File: src/ks10AprPkg.sv
`default_nettype none

package ks10AprPkg;

   //////////////////////////////////////////////////
   // Word widths
   //////////////////////////////////////////////////

   localparam int dataWidth = 36;
   localparam int cromWidth = 108;
   localparam int addrWidth = 20;

   //////////////////////////////////////////////////
   // Control-ROM special-function field
   //////////////////////////////////////////////////

   // Bit 0 is the leftmost bit of the control word
   localparam int specEnBit  = 42;
   localparam int specSelMsb = 45;
   localparam int specSelLsb = 49;

   // Select codes in the 5-bit SPEC field
   localparam logic [4:0] selAprEnable = 5'h15;
   localparam logic [4:0] selAprFlags  = 5'h16;
   localparam logic [4:0] selPiWrite   = 5'h17;
   localparam logic [4:0] selPiDismiss = 5'h18;

   //////////////////////////////////////////////////
   // Memory timeout
   //////////////////////////////////////////////////

   // Cycles allowed between output transfer and ack
   localparam int nxmTimeout = 16;

   // NXM monitor state codes
   localparam logic [1:0] nxmIdle  = 2'd0;
   localparam logic [1:0] nxmIssue = 2'd1;
   localparam logic [1:0] nxmWait  = 2'd2;

   //////////////////////////////////////////////////
   // Interrupt levels and data-path word
   //////////////////////////////////////////////////

   // One-hot level vector, level 1 is the highest
   typedef logic [1:7] aprLevels;

   // First member lands on DEC bit 0, the MSB
   typedef struct packed {
      logic [0:21] pad;
      logic        trapEn;
      logic        pageEn;
      logic [24:31] flagEn;
      logic        swInt;
      logic [2:0]  pri;
   } aprEnableView;

   typedef struct packed {
      logic [0:23]  padHi;
      logic [24:31] flags;
      logic [32:35] padLo;
   } aprFlagsView;

   typedef struct packed {
      logic [0:27] pad;
      logic        piOn;
      aprLevels    levelEn;
   } aprPiView;

   // Same 36 bits, decoded per SPEC select
   typedef union packed {
      aprEnableView enable;
      aprFlagsView  flags;
      aprPiView     pi;
   } aprDataWord;

endpackage

`default_nettype wire

File: src/aprRegs.sv
`default_nettype none
`timescale 1ns/1ns

module aprRegs
(
   input  wire                               clk,
   input  wire                               rst,
   input  wire                               clken,
   input  wire [0:ks10AprPkg::cromWidth-1]   crom,
   input  wire ks10AprPkg::aprDataWord       dp,
   input  wire                               nxmIntr,
   input  wire                               cslIntr,
   output logic [22:35]                      aprFlags,
   output ks10AprPkg::aprLevels              aprIntr
);

   import ks10AprPkg::*;

   //////////////////////////////////////////////////
   // Microcode decode
   //////////////////////////////////////////////////

   logic specAprEnable;
   logic specAprFlags;
   logic [4:0] specSel;

   // SPEC select field, only valid with the enable bit
   assign specSel = crom[specSelMsb:specSelLsb];

   assign specAprEnable = crom[specEnBit] && (specSel == selAprEnable);
   assign specAprFlags  = crom[specEnBit] && (specSel == selAprFlags);

   //////////////////////////////////////////////////
   // APR enable register
   //////////////////////////////////////////////////

   logic         trapEn;
   logic         pageEn;
   logic [24:31] flagEn;
   logic         swInt;
   logic [2:0]   aprPri;

   always_ff @(posedge clk or posedge rst)
   begin
      if (rst)
      begin
         trapEn <= 1'b0;
         pageEn <= 1'b0;
         flagEn <= '0;
         swInt  <= 1'b0;
         aprPri <= '0;
      end
      else if (clken && specAprEnable)
      begin
         // Whole register loads from the enable view
         trapEn <= dp.enable.trapEn;
         pageEn <= dp.enable.pageEn;
         flagEn <= dp.enable.flagEn;
         swInt  <= dp.enable.swInt;
         aprPri <= dp.enable.pri;
      end
   end

   //////////////////////////////////////////////////
   // APR flags 24 to 31
   //////////////////////////////////////////////////

   // 24 software, 25 console request, 26 power fail
   // 27 NXM, 28/29 memory errors, 30 interval timer
   // 31 console interrupt
   logic [24:31] aprFlag;

   always_ff @(posedge clk or posedge rst)
   begin
      if (rst)
      begin
         aprFlag <= '0;
      end
      else
      begin
         // Microcode write of all eight flags
         if (clken && specAprFlags)
         begin
            aprFlag <= dp.flags.flags;
         end
         // Hardware events are sticky and win over the write
         if (nxmIntr)
         begin
            aprFlag[27] <= 1'b1;
         end
         if (cslIntr)
         begin
            aprFlag[31] <= 1'b1;
         end
      end
   end

   //////////////////////////////////////////////////
   // Interrupt mask and request level
   //////////////////////////////////////////////////

   logic intReq;

   // Any enabled flag, or the software bit by itself
   assign intReq = (|(aprFlag & flagEn)) || swInt;

   // One-hot on the stored priority
   always_comb
   begin
      aprIntr = '0;
      for (int i = 1; i <= 7; i++)
      begin
         // Priority 0 matches no level, so no request
         aprIntr[i] = intReq && (aprPri == 3'(i));
      end
   end

   //////////////////////////////////////////////////
   // Flags readback, bits 22 to 35
   //////////////////////////////////////////////////

   assign aprFlags[22]    = trapEn;
   assign aprFlags[23]    = pageEn;
   assign aprFlags[24:31] = aprFlag;
   assign aprFlags[32]    = intReq;
   // Bits 33-35 always read as ones
   assign aprFlags[33:35] = 3'b111;

endmodule

`default_nettype wire

File: src/aprTop.sv
`default_nettype none
`timescale 1ns/1ns

module aprTop
(
   input  wire                               clk,
   input  wire                               rst,
   input  wire                               clken,
   input  wire [0:ks10AprPkg::cromWidth-1]   crom,
   input  wire ks10AprPkg::aprDataWord       dp,
   input  wire                               cslIntr,
   input  wire ks10AprPkg::aprLevels         ubaIntr,
   // CPU memory side
   input  wire                               memReqValid,
   input  wire [ks10AprPkg::addrWidth-1:0]   memReqAddr,
   output wire                               memReqReady,
   output wire                               memDone,
   output wire                               memNxm,
   // Memory side
   output wire                               memOutValid,
   output wire [ks10AprPkg::addrWidth-1:0]   memOutAddr,
   input  wire                               memOutReady,
   input  wire                               memAck,
   // CPU interrupt side
   output wire                               piReqValid,
   output wire [2:0]                         piReqLevel,
   input  wire                               piReqReady,
   output wire [22:35]                       aprFlags
);

   import ks10AprPkg::*;

   // NXM event into flag 27
   logic nxmIntr;
   // APR request into the PI arbiter
   aprLevels aprIntr;

   aprRegs u_aprRegs (
      .clk      (clk),
      .rst      (rst),
      .clken    (clken),
      .crom     (crom),
      .dp       (dp),
      .nxmIntr  (nxmIntr),
      .cslIntr  (cslIntr),
      .aprFlags (aprFlags),
      .aprIntr  (aprIntr)
   );

   nxmMonitor u_nxmMonitor (
      .clk         (clk),
      .rst         (rst),
      .memReqValid (memReqValid),
      .memReqAddr  (memReqAddr),
      .memOutReady (memOutReady),
      .memAck      (memAck),
      .memReqReady (memReqReady),
      .memOutValid (memOutValid),
      .memOutAddr  (memOutAddr),
      .memDone     (memDone),
      .memNxm      (memNxm),
      .nxmIntr     (nxmIntr)
   );

   piArbiter u_piArbiter (
      .clk        (clk),
      .rst        (rst),
      .clken      (clken),
      .crom       (crom),
      .dp         (dp),
      .aprIntr    (aprIntr),
      .ubaIntr    (ubaIntr),
      .piReqReady (piReqReady),
      .piReqValid (piReqValid),
      .piReqLevel (piReqLevel)
   );

endmodule

`default_nettype wire

File: src/nxmMonitor.sv
`default_nettype none
`timescale 1ns/1ns

module nxmMonitor
(
   input  wire                               clk,
   input  wire                               rst,
   input  wire                               memReqValid,
   input  wire [ks10AprPkg::addrWidth-1:0]   memReqAddr,
   input  wire                               memOutReady,
   input  wire                               memAck,
   output logic                              memReqReady,
   output logic                              memOutValid,
   output logic [ks10AprPkg::addrWidth-1:0]  memOutAddr,
   output logic                              memDone,
   output logic                              memNxm,
   output logic                              nxmIntr
);

   import ks10AprPkg::*;

   logic [1:0] state;
   logic [$clog2(nxmTimeout)-1:0] waitCount;
   logic timeoutHit;

   // Accept a new request only when idle
   assign memReqReady = (state == nxmIdle);
   assign memOutValid = (state == nxmIssue);

   // Address payload captured on acceptance
   always_ff @(posedge clk or posedge rst)
   begin
      if (rst)
      begin
         memOutAddr <= '0;
      end
      else if (memReqValid && memReqReady)
      begin
         memOutAddr <= memReqAddr;
      end
   end

   //////////////////////////////////////////////////
   // Request FSM
   //////////////////////////////////////////////////

   always_ff @(posedge clk or posedge rst)
   begin
      if (rst)
      begin
         state      <= nxmIdle;
         waitCount  <= '0;
         memDone    <= 1'b0;
         timeoutHit <= 1'b0;
      end
      else
      begin
         // Done and NXM are single-cycle pulses
         memDone    <= 1'b0;
         timeoutHit <= 1'b0;
         case (state)
            nxmIdle:
            begin
               if (memReqValid)
               begin
                  state <= nxmIssue;
               end
            end
            nxmIssue:
            begin
               // Stalled output does not count toward the timeout
               if (memOutReady)
               begin
                  waitCount <= '0;
                  state     <= nxmWait;
               end
            end
            nxmWait:
            begin
               if (memAck)
               begin
                  memDone <= 1'b1;
                  state   <= nxmIdle;
               end
               else if (waitCount == ($clog2(nxmTimeout))'(nxmTimeout - 1))
               begin
                  // Nobody answered, so the memory does not exist
                  memDone    <= 1'b1;
                  timeoutHit <= 1'b1;
                  state      <= nxmIdle;
               end
               else
               begin
                  waitCount <= waitCount + 1'b1;
               end
            end
            default:
            begin
               state <= nxmIdle;
            end
         endcase
      end
   end

   // Same timeout pulse goes to the CPU and the APR
   assign memNxm  = timeoutHit;
   assign nxmIntr = timeoutHit;

endmodule

`default_nettype wire

File: src/piArbiter.sv
`default_nettype none
`timescale 1ns/1ns

module piArbiter
(
   input  wire                               clk,
   input  wire                               rst,
   input  wire                               clken,
   input  wire [0:ks10AprPkg::cromWidth-1]   crom,
   input  wire ks10AprPkg::aprDataWord       dp,
   input  wire ks10AprPkg::aprLevels         aprIntr,
   input  wire ks10AprPkg::aprLevels         ubaIntr,
   input  wire                               piReqReady,
   output logic                              piReqValid,
   output logic [2:0]                        piReqLevel
);

   import ks10AprPkg::*;

   //////////////////////////////////////////////////
   // Microcode decode
   //////////////////////////////////////////////////

   logic [4:0] specSel;
   logic specPiWrite;
   logic specPiDismiss;

   assign specSel       = crom[specSelMsb:specSelLsb];
   assign specPiWrite   = crom[specEnBit] && (specSel == selPiWrite);
   assign specPiDismiss = crom[specEnBit] && (specSel == selPiDismiss);

   //////////////////////////////////////////////////
   // Level merge and priority select
   //////////////////////////////////////////////////

   logic     piOn;
   aprLevels levelEn;
   aprLevels inProg;
   aprLevels piReq;
   aprLevels dismissMask;
   logic     found;
   logic [2:0] pick;

   // APR and bus-adapter requests share the seven levels
   assign piReq = piOn ? ((aprIntr | ubaIntr) & levelEn) : '0;

   always_comb
   begin : selectLevel
      logic blocked;
      blocked = 1'b0;
      found   = 1'b0;
      pick    = '0;
      // Scan from level 1 down, stop at the first busy level
      for (int i = 1; i <= 7; i++)
      begin
         blocked = blocked | inProg[i];
         if (!found && !blocked && piReq[i])
         begin
            found = 1'b1;
            pick  = 3'(i);
         end
      end
   end

   // Highest in-progress level, cleared by dismiss
   always_comb
   begin : findHighest
      logic seen;
      seen = 1'b0;
      for (int i = 1; i <= 7; i++)
      begin
         dismissMask[i] = inProg[i] && !seen;
         seen           = seen | inProg[i];
      end
   end

   //////////////////////////////////////////////////
   // PI register, handshake, in-progress
   //////////////////////////////////////////////////

   always_ff @(posedge clk or posedge rst)
   begin
      if (rst)
      begin
         piOn       <= 1'b0;
         levelEn    <= '0;
         inProg     <= '0;
         piReqValid <= 1'b0;
         piReqLevel <= '0;
      end
      else
      begin
         if (clken && specPiWrite)
         begin
            piOn    <= dp.pi.piOn;
            levelEn <= dp.pi.levelEn;
         end
         if (clken && specPiDismiss)
         begin
            inProg <= inProg & ~dismissMask;
         end
         // Offer is frozen until the CPU takes it
         if (piReqValid)
         begin
            if (piReqReady)
            begin
               piReqValid         <= 1'b0;
               inProg[piReqLevel] <= 1'b1;
            end
         end
         else if (found)
         begin
            piReqValid <= 1'b1;
            piReqLevel <= pick;
         end
      end
   end

endmodule

`default_nettype wire

File: config.mk
export PLATFORM = sky130hd
export DESIGN_NAME = aprTop
export DESIGN_NICKNAME = d
export VERILOG_FILES = /design/src/ks10AprPkg.sv /design/src/aprRegs.sv /design/src/aprTop.sv /design/src/nxmMonitor.sv /design/src/piArbiter.sv
export SDC_FILE = /design/constraint.sdc
export NUM_CORES = 1
export LEC_CHECK = 0
export ABC_CLOCK_PERIOD_IN_PS = 4100
export BUFFER_PORTS_ARGS = -buffer_cell sky130_fd_sc_hd__buf_2
export CAP_MARGIN = 25
export CORE_MARGIN = 1
export CORE_UTILIZATION = 44
export DETAILED_ROUTE_END_ITERATION = 8
export PLACE_DENSITY = 0.86
export SLEW_MARGIN = 25
export SYNTH_ARGS = -nofsm -noshare
export SYNTH_HDL_FRONTEND = slang
export SYNTH_SLANG_ARGS = --single-unit
File: constraint.sdc
create_clock -name clk -period 4.1 [get_ports clk]
set_input_delay 0.615 -clock clk [delete_from_list [all_inputs] [get_ports clk]]
set_output_delay 0.615 -clock clk [all_outputs]
set_load 0.02 [all_outputs]
==> run metrics, run 1 <==
crit start category=flip-flop; post-synthesis mux area share=a little under a fifth; R2R Path End=u_piArbiter.piReqLevel[0]; r2r setup slk=1.79 ns; Layout area overhead=23.3%; yosys warns=0; Via Count=~2400; Residual DRC=0; maxcap violations=0; leakage=about 1.9 nW; first-pass GRT wire length=approximately 11 mm; min Tclk post-route=roughly 2.3 ns; crit path launch=u_aprRegs.aprFlag[26]; Synth Area in Simple Gates=between 10 and 15%; worst hold path class=input pin to async pin; synthesized area=between 0.003 and 0.004 mm2; outcome=finished, final reports clean; period utilisation layout=a little under three fifths; most frequent cells in the layout=93 x buf_2, 69 x dfrtp_1, 35 x mux2_2; final antenna-violating net count=0; critical register-to-register path startpoint=u_aprRegs.aprFlag[26]; dominant cell type by area after synthesis=dfrtp_1; Via-to-Cell Ratio=about 5.3; share of layout cells above drive strength 1=41.9%; clk_skew=0.0101 ns; worst skew pair latency=0.33 ns; Mapped Cells=261; Reg clk slew, reported paths=roughly 0.080 ns; f_max=0.427 GHz; Post-Synth XOR/XNOR Area=less than 1%; crit path to=aprFlags[32]; Critical Path End Type=primary output; sequential area share after synthesis=a little over half; maximum VDD drop=between 0.3 and 0.4 mV; die area=0.00748 mm2; dominant cells by area after synthesis=dfrtp_1 55%, mux2_2 13%, mux2_1 5.0%, nand3_1 2.1%, nor2b_1 1.8%; commonest non-fill, non-tap cell in the layout=buf_2; Ant. Diodes=0; setup violators final=0; EDFF count, synth=0; global placement routability congestion=between 0.8 and 0.9; syn avg cell area=12.0 um2; clock sink count=69; Chip Width=86.5 um; CTS H-Tree Depth=3; Fill cells=roughly 600; Least-Margin Pin Slew=0.869 ns; 1st-iter DRT viols=about 110; post-synthesis compound-gate area fraction=under 10%; flops & latches, synth=between 60 and 70; setup bufs post-CTS=0; critical path arrival=~1.7 ns; Synth Flop Type=dfrtp_1; final hold violations=0; ys async rst share=100%; largest family of logic cells by synthesized area=multiplexers; io pins=roughly 220; hold buffers post-CTS=0; post-CTS sizing=0; RSZ-0062 raised after global routing=no; largest net degree at the start of global routing=42; wire length per cell=between 10 and 15 um; Slew Limit Fails=0; Crit path required time=3.48 ns; TritonCTS clock tree=done; pwr/cell area=approximately 600 mW/mm2; worst r2r path cells=7; standard-cell row count=30; die height=between 80 and 90 um; drt total wl=between 6 and 7 mm; Setup TNS Final=0 ns; Unique masters post-synth=just over 50; clock root cell=clkbuf_8; crit path max fanout=6; clk buf depth=2; nets=537; Core ar.=approximately 0.0068 mm2; First-pass DRT Iterations=4; crit path kind=flip-flop to primary output; DP Wirelength=approximately 5.2 mm; vias in the first global route=2462; initial core utilization=46.0%; CTS buffer count=9; post-synth top area share=a little over half; Total GRT Usage=20.0%; initial antenna violation count=0; total gr overflow=0; adder-cell area share of the yosys netlist=less than 1%; final core area utilization=56.7%; Port Buf Inserts=slightly above 90; Slew headroom=roughly 42%
-- metrics by stage --
step	hold WS (ns)	instances	setup WS, ns	cell area [um2]	power (mW)
after detailed placement	0.469	442	1.69	3670	1.81
after global routing	0.451	456	1.65	3870	2.52
after global placement	0.443	442	1.78	3670	1.77
after CTS	0.453	456	1.76	3870	2.39
after floorplan	0.459	263	1.75	3150	1.55
final	0.443	456	1.76	3870	2.37
-- critical path: stages, from the launching register on --
cell	delay (ns)
dfrtp_1	0.39
a22oi_1	0.21
nand3_1	0.14
nor2_1	0.34
inv_2	0.13
buf_2	0.18
-- registers in the layout, summed over array words and instances, names as in the netlist, 2 cells and up --
register / flops
u_nxmMonitor.memOutAddr: 20
u_aprRegs.aprFlag: 8
u_aprRegs.flagEn: 8
u_piArbiter.inProg: 7
u_piArbiter.levelEn: 7
u_nxmMonitor.waitCount: 4
u_aprRegs.aprPri: 3
u_piArbiter.piReqLevel: 3
u_nxmMonitor.state: 2
-- routing by layer --
layer | global-route usage (%) | up-vias | share of wire (%)
met3 | 8.38 | 5 | 8.6
met1 | 24.4 | 1189 | 43
met4 | 5.61 | 0 | 0.89
met2 | 32.8 | 104 | 48
met5 | 0 | - | 0
li1 | - | 1122 | -
-- cells by family after synthesis --
kind of cell | after synthesis
AND/OR/NAND/NOR | 73
flip-flops | 69
other | 1
adder cells (fa/ha/maj) | 1
multiplexers | 52
buffers and inverters | 19
XOR/XNOR | 2
AO/OA/AOI/OAI | 44
-- worst min-delay path by stage --
stage,startpoint,end,slack (ns),cells past startpoint
after floorplan,u_aprRegs.trapEn,u_aprRegs.trapEn,0.46,1
after global placement,u_nxmMonitor.memNxm,u_aprRegs.aprFlag[27],0.44,1
after detailed placement,u_nxmMonitor.memNxm,u_aprRegs.aprFlag[27],0.47,1
after CTS,cslIntr,u_aprRegs.aprFlag[31],0.45,2
after global routing,cslIntr,u_aprRegs.aprFlag[31],0.45,2
final,rst,u_nxmMonitor.waitCount[3],0.44,2
-- area by class of cell --
type | instances | area (um2) | share of cell area, %
Clock inverter | 5 | 77.6 | 2.00
Sequential cell | 69 | 1730 | 44.6
Multi-Input combinational cell | 175 | 1320 | 34.0
Tap cell | 96 | 120 | 3.10
Inverter | 7 | 26.3 | 0.679
Clock buffer | 9 | 124 | 3.20
Timing Repair Buffer | 95 | 480 | 12.4
-- power breakdown --
part / switching (mW) / total [mW] / internal (mW)
clock: 0.243 / 0.577 / 0.334
sequential: 0.164 / 1.04 / 0.881
combinational: 0.435 / 0.751 / 0.316
total: 0.843 / 2.37 / 1.53
-- cell usage after synthesis (2+ instances only) --
cell      instances
mux2_1           14
nor2b_1           9
mux2_2           35
xor2_1            2
nand2_1          14
a31oi_1           2
mux2i_1           3
buf_4             7
and3_1            2
and2_1            2
nor4_2            2
nor2_1           14
a211o_1           2
nand4_1           3
o21a_1            2
o31ai_1           2
nand3_1          13
o21ai_1           3
nor3_1            2
o21ai_0           8
dfrtp_1          69
inv_1             6
nand2b_1          2
a22oi_1           4
clkbuf_1          4
nand4b_1          2
a21oi_1           9
Power figures use the tool's default switching activity.
==> run 2, diff against run 1 <==
Settings changed: ABC_AREA set to 1, ABC_CLOCK_PERIOD_IN_PS 4100 to 2300, CORE_UTILIZATION 44 to 41, PLACE_DENSITY 0.86 to 0.81.
Clock period 4.1 ns to 2.3 ns, I/O delays scaled along.
==> run 2 against run 1 <==
Utilization decreased by 3.5 points; wire length decreased by 1.6%; critical path depth decreased by 2; hold slack got worse by 0.38 ns; sequential cell count unchanged; register-to-register slack got worse by 1.2 ns; via count increased by 10%; global-route usage decreased by 1.7 points; largest cell class unchanged.
==> run metrics, run 2 <==
outcome=finished, final reports clean; final antenna-violating net count=0 (unchanged); worst hold path class=input pin to async pin; syn avg cell area=9.24 um2 (-23%); min Tclk post-route=between 1.5 and 2 ns; largest family of logic cells by synthesized area=simple AND/OR/NAND/NOR gates; ys async rst share=100% (unchanged); Slew Limit Fails=0 (unchanged); Ant. Diodes=0 (unchanged); adder-cell area share of the yosys netlist=0.396% (-0.0025 points); Crit path required time=2.52 ns (-0.96 ns); Largest Register=u_nxmMonitor.memOutAddr; Critical Path End Type=flip-flop; share of layout cells above drive strength 1=31.8% (-10 points); vias in the first global route=2711 (+10%); Mapped Cells=342 (+31%); crit path max fanout=21 (+15); yosys warns=0 (unchanged); nets=619 (+15%); Largest register FFs=20 (unchanged); clk_skew=0.00917 ns (-0.000958 ns); worst r2r path cells=3 (-4); standard-cell row count=31 (+3.3%); Reg clk slew, reported paths=0.07 ns (about the same); Core ar.=0.00737 mm2 (+7.9%); Port Buf Inserts=93 (unchanged); clk buf depth=2 (unchanged); first-pass GRT wire length=11.8 mm (+4.6%); Gate power share=33.1% (+1.4 points); post-synth top area share=54.6% (-0.35 points); Via-to-Cell Ratio=4.92 (-7.2%); RSZ-0062 raised after global routing=no; die area=0.00807 mm2 (+7.8%); total gr overflow=0 (unchanged); post-CTS sizing=0 (unchanged); flops & latches, synth=69 (unchanged); Slew headroom=43.6% (+1.6 points); period utilisation layout=about 74%; Switching Fraction=36.7% (+1.2 points); Switch Pwr=1.52 mW (+81%); initial antenna violation count=0 (unchanged); post-synthesis mux area share=7.84% (-11 points); clock root cell=clkbuf_8; Residual DRC=0 (unchanged); die height=89.8 um (+3.8%); setup violators final=0 (unchanged); dominant cells by area after synthesis=dfrtp_1 55%, nand2_1 8.8%, o21ai_0 6.3%, mux2_1 5.7%, inv_1 4.5%; final hold violations=0 (unchanged); Unique masters post-synth=39 (-24%); leakage=2.05 nW (+8.7%); critical register-to-register path startpoint=u_nxmMonitor.state[0]; DP Wirelength=5.12 mm (-1.8%); initial core utilization=42.9% (-3.1 points); sequential area share after synthesis=54.6% (-0.35 points); Place WS=0.571 ns (-1.12 ns); io pins=221 (unchanged); most frequent cells in the layout=93 x buf_2, 74 x nand2_1, 69 x dfrtp_1; global placement routability congestion=0.823 (-7.3%); f_max=0.588 GHz; Via Count=2673 (+10%); crit path kind=flip-flop to flip-flop; CTS H-Tree Depth=3 (unchanged); Fill cells=702 (+17%); leading cell types by count after synthesis=74 x nand2_1, 69 x dfrtp_1, 40 x o21ai_0; critical path arrival=1.92 ns (+0.20 ns); Final WS setup=0.599 ns (-1.16 ns); largest registers=u_nxmMonitor.memOutAddr: 20 flops, u_aprRegs.aprFlag: 8 flops, u_aprRegs.flagEn: 8 flops; Total GRT Usage=18.3% (-1.7 points); Least-Margin Pin Slew=0.844 ns (-0.0253 ns); Register Area=0.00173 mm2 (unchanged); Synth Flop Type=dfrtp_1; largest net degree at the start of global routing=42 (unchanged); dominant cell type by area after synthesis=dfrtp_1; TritonCTS clock tree=done; commonest non-fill, non-tap cell in the layout=buf_2; Clk network pwr share=24.3% (about the same); pwr/cell area=1060 mW/mm2 (+72%); drt total wl=6.72 mm (-1.6%); wire length per cell=12.4 um (-17%); r2r setup slk=0.60 ns (-1.19 ns); CTS buffer count=9 (unchanged); EDFF count, synth=0 (unchanged); Setup TNS Final=0 ns (unchanged); post-synthesis compound-gate area fraction=10.1% (+0.85 points); worst skew pair latency=0.34 ns (about the same); synthesized area=0.00316 mm2 (+0.64%); setup bufs post-CTS=0 (unchanged); R2R Path End=u_nxmMonitor.memOutAddr[1]; Post-Synth XOR/XNOR Area=0% (-0.56 points); First-pass DRT Iterations=4 (unchanged); maxcap violations=0 (unchanged); Layout area overhead=24.0%; Seq pwr share=42.7% (-1.3 points); maximum VDD drop=0.724 mV (+83%); Internal Pwr Total=2.62 mW (+71%); crit start category=flip-flop; count leader, synth=nand2_1; area occupied by multi-input gates=0.00120 mm2 (-8.6%); hold buffers post-CTS=0 (unchanged); 1st-iter DRT viols=135 (+24%); Synth Area in Simple Gates=19.4% (+6.5 points); clock sink count=69 (unchanged); Chip Width=89.8 um (+3.8%)
[run 2: through the flow]
step	instance area, um2	hold WS, ns	utilization [%]	total power, mW	instances
4_1_cts	3920	0.0625	53.2	4.19	543
6_report	3920	0.0662	53.2	4.15	543
5_1_grt	3920	0.0663	53.2	4.42	543
2_1_floorplan	3170	0.417	-	2.71	344
3_3_place_gp	3710	0.430	50.4	3.10	527
3_5_place_dp	3710	0.439	50.4	3.17	527
[run 2: critical path, cell delays in order (launching register included)]
cell,delay (ns)
dfrtp_1,0.39
nor2_1,0.15
nand2_1,0.52
mux2_1,0.53
[run 2: worst max-delay path by stage]
stage	startpoint	end	slack (ns)	cells after the start
after global placement	u_nxmMonitor.state[0]	u_nxmMonitor.memOutAddr[1]	0.65	3
final	u_nxmMonitor.state[0]	u_nxmMonitor.memOutAddr[1]	0.60	3
after CTS	u_nxmMonitor.state[0]	u_nxmMonitor.memOutAddr[6]	0.57	3
after floorplan	rst	u_aprRegs.aprFlag[24]	0.22	1
after global routing	u_nxmMonitor.state[0]	u_nxmMonitor.memOutAddr[1]	0.40	3
after detailed placement	u_nxmMonitor.state[0]	u_nxmMonitor.memOutAddr[17]	0.57	3
[run 2: power by group through the flow]
stage	sequential (mW)	combinational, mW	clock [mW]
2_1_floorplan	2.04	0.673	0
3_3_place_gp	1.76	1.34	0
3_5_place_dp	1.79	1.38	0
4_1_cts	1.77	1.38	1.04
5_1_grt	1.81	1.51	1.10
6_report	1.77	1.37	1.01
[run 2: kinds of logic (layout without fill, tap and decap cells)]
kind of cell,after synthesis,count (layout)
AO/OA/AOI/OAI,59,59
other,1,3
adder cells (fa/ha/maj),1,1
flip-flops,69,69
buffers and inverters,57,157
AND/OR/NAND/NOR,133,133
multiplexers,22,22
[run 2: per-layer routing]
| layer | wire, um | part of all wire [%] | global-route usage, % | up-vias |
|---|---|---|---|---|
| li1 | - | - | - | 1295 |
| met1 | 2900 | 43 | 22.6 | 1249 |
| met2 | 3180 | 47 | 29.4 | 117 |
| met3 | 538 | 8.0 | 6.43 | 12 |
| met4 | 101 | 1.5 | 7.24 | 0 |
| met5 | 0 | 0 | 0 | - |
[run 2: cell type report]
class                           count  share of cell area [%]
Clock inverter                      5                    1.50
Sequential cell                    69                    44.0
Tap cell                           99                    3.16
Clock buffer                       11                    3.86
Inverter                           45                    4.31
Multi-Input combinational cell    218                    30.7
Timing Repair Buffer               96                    12.4
==> run 3, diff against run 2 <==
Settings changed: ABC_CLOCK_PERIOD_IN_PS 2300 to 1700.
Clock period 2.3 ns to 1.7 ns, I/O delays scaled along.
==> run 3 against run 2 <==
The run now ends with hold timing left; register-to-register slack got worse by 0.54 ns; final cell count rose by 1.8%; hold slack got worse by 0.087 ns; wire length rose by 0.18%; sequential cell count did not move; global-route usage fell by 0.50 points; die area did not move; setup slack got worse by 0.54 ns; count of clock-buffer cells in the layout did not move; utilization rose by 1.9 points; via count fell by 1.8%; largest cell class unchanged.
==> run metrics, run 3 (synthesis results as in run 2) <==
clk_skew=0.00838 ns (-0.000794 ns); DP Wirelength=4.94 mm (-3.6%); largest net degree at the start of global routing=70 (+67%); Via Count=2625 (-1.8%); Largest register FFs=20 (unchanged); max incr delay on CP=0.40 ns (-0.13 ns); Total GRT Usage=17.8% (-0.50 points); worst skew pair latency=0.34 ns (about the same); drt total wl=6.73 mm (+0.18%); die area=0.00807 mm2 (unchanged); outcome=complete, but fails checks; CTS H-Tree Depth=3 (unchanged); wire length per cell=12.2 um (-1.6%); Fill cells=663 (-5.6%); nets=629 (+1.6%); pwr/cell area=1410 mW/mm2 (+34%); clk buf depth=2 (unchanged); Crit path required time=1.94 ns (-0.58 ns); Most common cell on crit path=nand2_1; Core ar.=0.00737 mm2 (unchanged); Chip Width=89.8 um (unchanged); setup violators final=0 (unchanged); initial antenna violation count=0 (unchanged); Largest Register=u_nxmMonitor.memOutAddr; vias in the first global route=2635 (-2.8%); die height=89.8 um (unchanged); leakage=2.09 nW (+2.1%); Critical Path End Type=flip-flop; largest registers=u_nxmMonitor.memOutAddr: 20 flops, u_aprRegs.aprFlag: 8 flops, u_aprRegs.flagEn: 8 flops; placed cells=530 (+0.57%); Clk network pwr share=23.4% (-0.9 points); clock root cell=clkbuf_8; CTS buffer count=9 (unchanged); Switch Pwr=2.12 mW (+40%); Switching Fraction=37.1% (+0.35 points); crit path kind=flip-flop to flip-flop; Tot Pwr=5.73 mW (+38%); RSZ-0062 raised after global routing=yes; share of layout cells above drive strength 1=35.7% (+3.9 points); commonest non-fill, non-tap cell in the layout=buf_2; First-pass DRT Iterations=4 (unchanged); Reg clk slew, reported paths=0.08 ns (about the same); min Tclk post-route=1.64 ns (-0.0565 ns); total gr overflow=0 (unchanged); initial core utilization=42.9% (unchanged); final hold violations=10 (+10); crit start category=flip-flop; Port Buf Inserts=93 (unchanged); Residual DRC=0 (unchanged); first-pass GRT wire length=11.6 mm (-1.8%); most frequent cells in the layout=93 x buf_2, 71 x nand2_1, 68 x dfrtp_1; io pins=221 (unchanged); Ant. Diodes=0 (unchanged); maximum VDD drop=0.858 mV (+18%); fin cells=553 (+1.8%); slowest stage cell, crit path=dfrtp_1; period utilisation layout=96.7% (+23 points); Seq pwr share=41.7% (-1.0 points); TritonCTS clock tree=done; Layout area overhead=28.4%; worst hold slack=-0.0204 ns (-0.0866 ns); CP cell instances=nand2_1 > nand3_2 > nor2_4 > nand2_4 > nand2_1 > nand2_1 > nand2_2 > nand2_2 > nor2_4 > nand4_4 > nand2_4 > inv_2 > nand2_1 > nand2_1; clock sink count=69 (unchanged); critical path arrival=1.88 ns (-0.04 ns); global placement routability congestion=0.832 (+1.1%); Gate power share=34.9% (+1.8 points); final antenna-violating net count=0 (unchanged); Internal Pwr Total=3.61 mW (+37%); violated checks=hold timing; Slew Limit Fails=0 (unchanged); crit path max fanout=8 (-62%); 1st-iter DRT viols=109 (-19%); Via-to-Cell Ratio=4.75 (-3.6%); standard-cell row count=31 (unchanged); f_max=0.608 GHz (+3.4%); worst hold path class=input pin to async pin; maxcap violations=0 (unchanged)
## run 3: cell types whose count changed in the layout (fill, tap and decap cells not counted), moves of 2 or more
cell	change
buf_4	+9
inv_1	-2
nand2_1	-3
nand2_4	+2
nand3_1	-3
nand3_2	+3
nor2_1	-2
## run 3: power groups by stage
stage / sequential (mW) / clock, mW / combinational [mW]
global route: 2.45 / 1.43 / 2.17
global placement: 2.39 / 0 / 1.83
CTS: 2.38 / 1.37 / 1.89
finish: 2.39 / 1.34 / 2.00
detailed placement: 2.41 / 0 / 1.88
floorplan: 2.76 / 0 / 0.911
## run 3: through the flow
stage	utilization [%]	TNS [ns]	instance area, um2	setup slack (ns)
floorplan	-	0	3170	0.125
global placement	50.9	0	3750	0.0908
detailed placement	50.9	0	3750	0.0692
CTS	53.6	0	3950	0.0530
global route	55.1	-0.289	4060	-0.0946
finish	55.1	0	4060	0.0559
## run 3: layout make-up
type / count / area, um2 / share of cell area [%]
clock buffer: 11 / 141 / 3.48
clock inverter: 5 / 58.8 / 1.45
inverter: 45 / 173 / 4.25
multi-input combinational: 218 / 1260 / 31.0
sequential: 69 / 1730 / 42.6
tap: 99 / 124 / 3.05
timing repair buffer: 106 / 576 / 14.2
## run 3: metal layers
metal / wire length [um] / track usage [%] / share of wire [%] / vias up
met1: 3030 / 22.5 / 45 / 1201
met3: 468 / 4.99 / 7.0 / 15
met4: 146 / 8.06 / 2.2 / 0
li1: - / - / - / 1311
met5: 0 / 0 / 0 / -
met2: 3090 / 28.5 / 46 / 98
## run 3: what timing repair did
action | 4_1_cts | 5_1_grt
resized for setup | 0 | 17
setup endpoints to repair | 0 | 5
hold buffers | 0 | 0
setup buffers | 0 | 7
## run 3: critical path: cells and delay by family (launching register included)
kind / cells / cell delay (ns)
buf+inv: 1 / 0.03
flops: 1 / 0.40
simple gates: 13 / 1.11
## run 3: path summary, 6_finish.rpt
path | start | endpoint | slack (ns) | depth (start not counted)
min reg2reg | u_nxmMonitor.memOutAddr[10] | u_nxmMonitor.memOutAddr[10] | 0.49 | 1
min | rst | u_nxmMonitor.memOutAddr[0] | -0.02 | 3
max reg2reg | u_aprRegs.aprFlag[29] | u_piArbiter.piReqLevel[0] | 0.06 | 14
max | u_aprRegs.aprFlag[29] | u_piArbiter.piReqLevel[0] | 0.06 | 14
max in group asynchronous | rst | u_piArbiter.piOn | 1.38 | 3
min in group clk | memAck | u_nxmMonitor.memNxm | 0.09 | 2
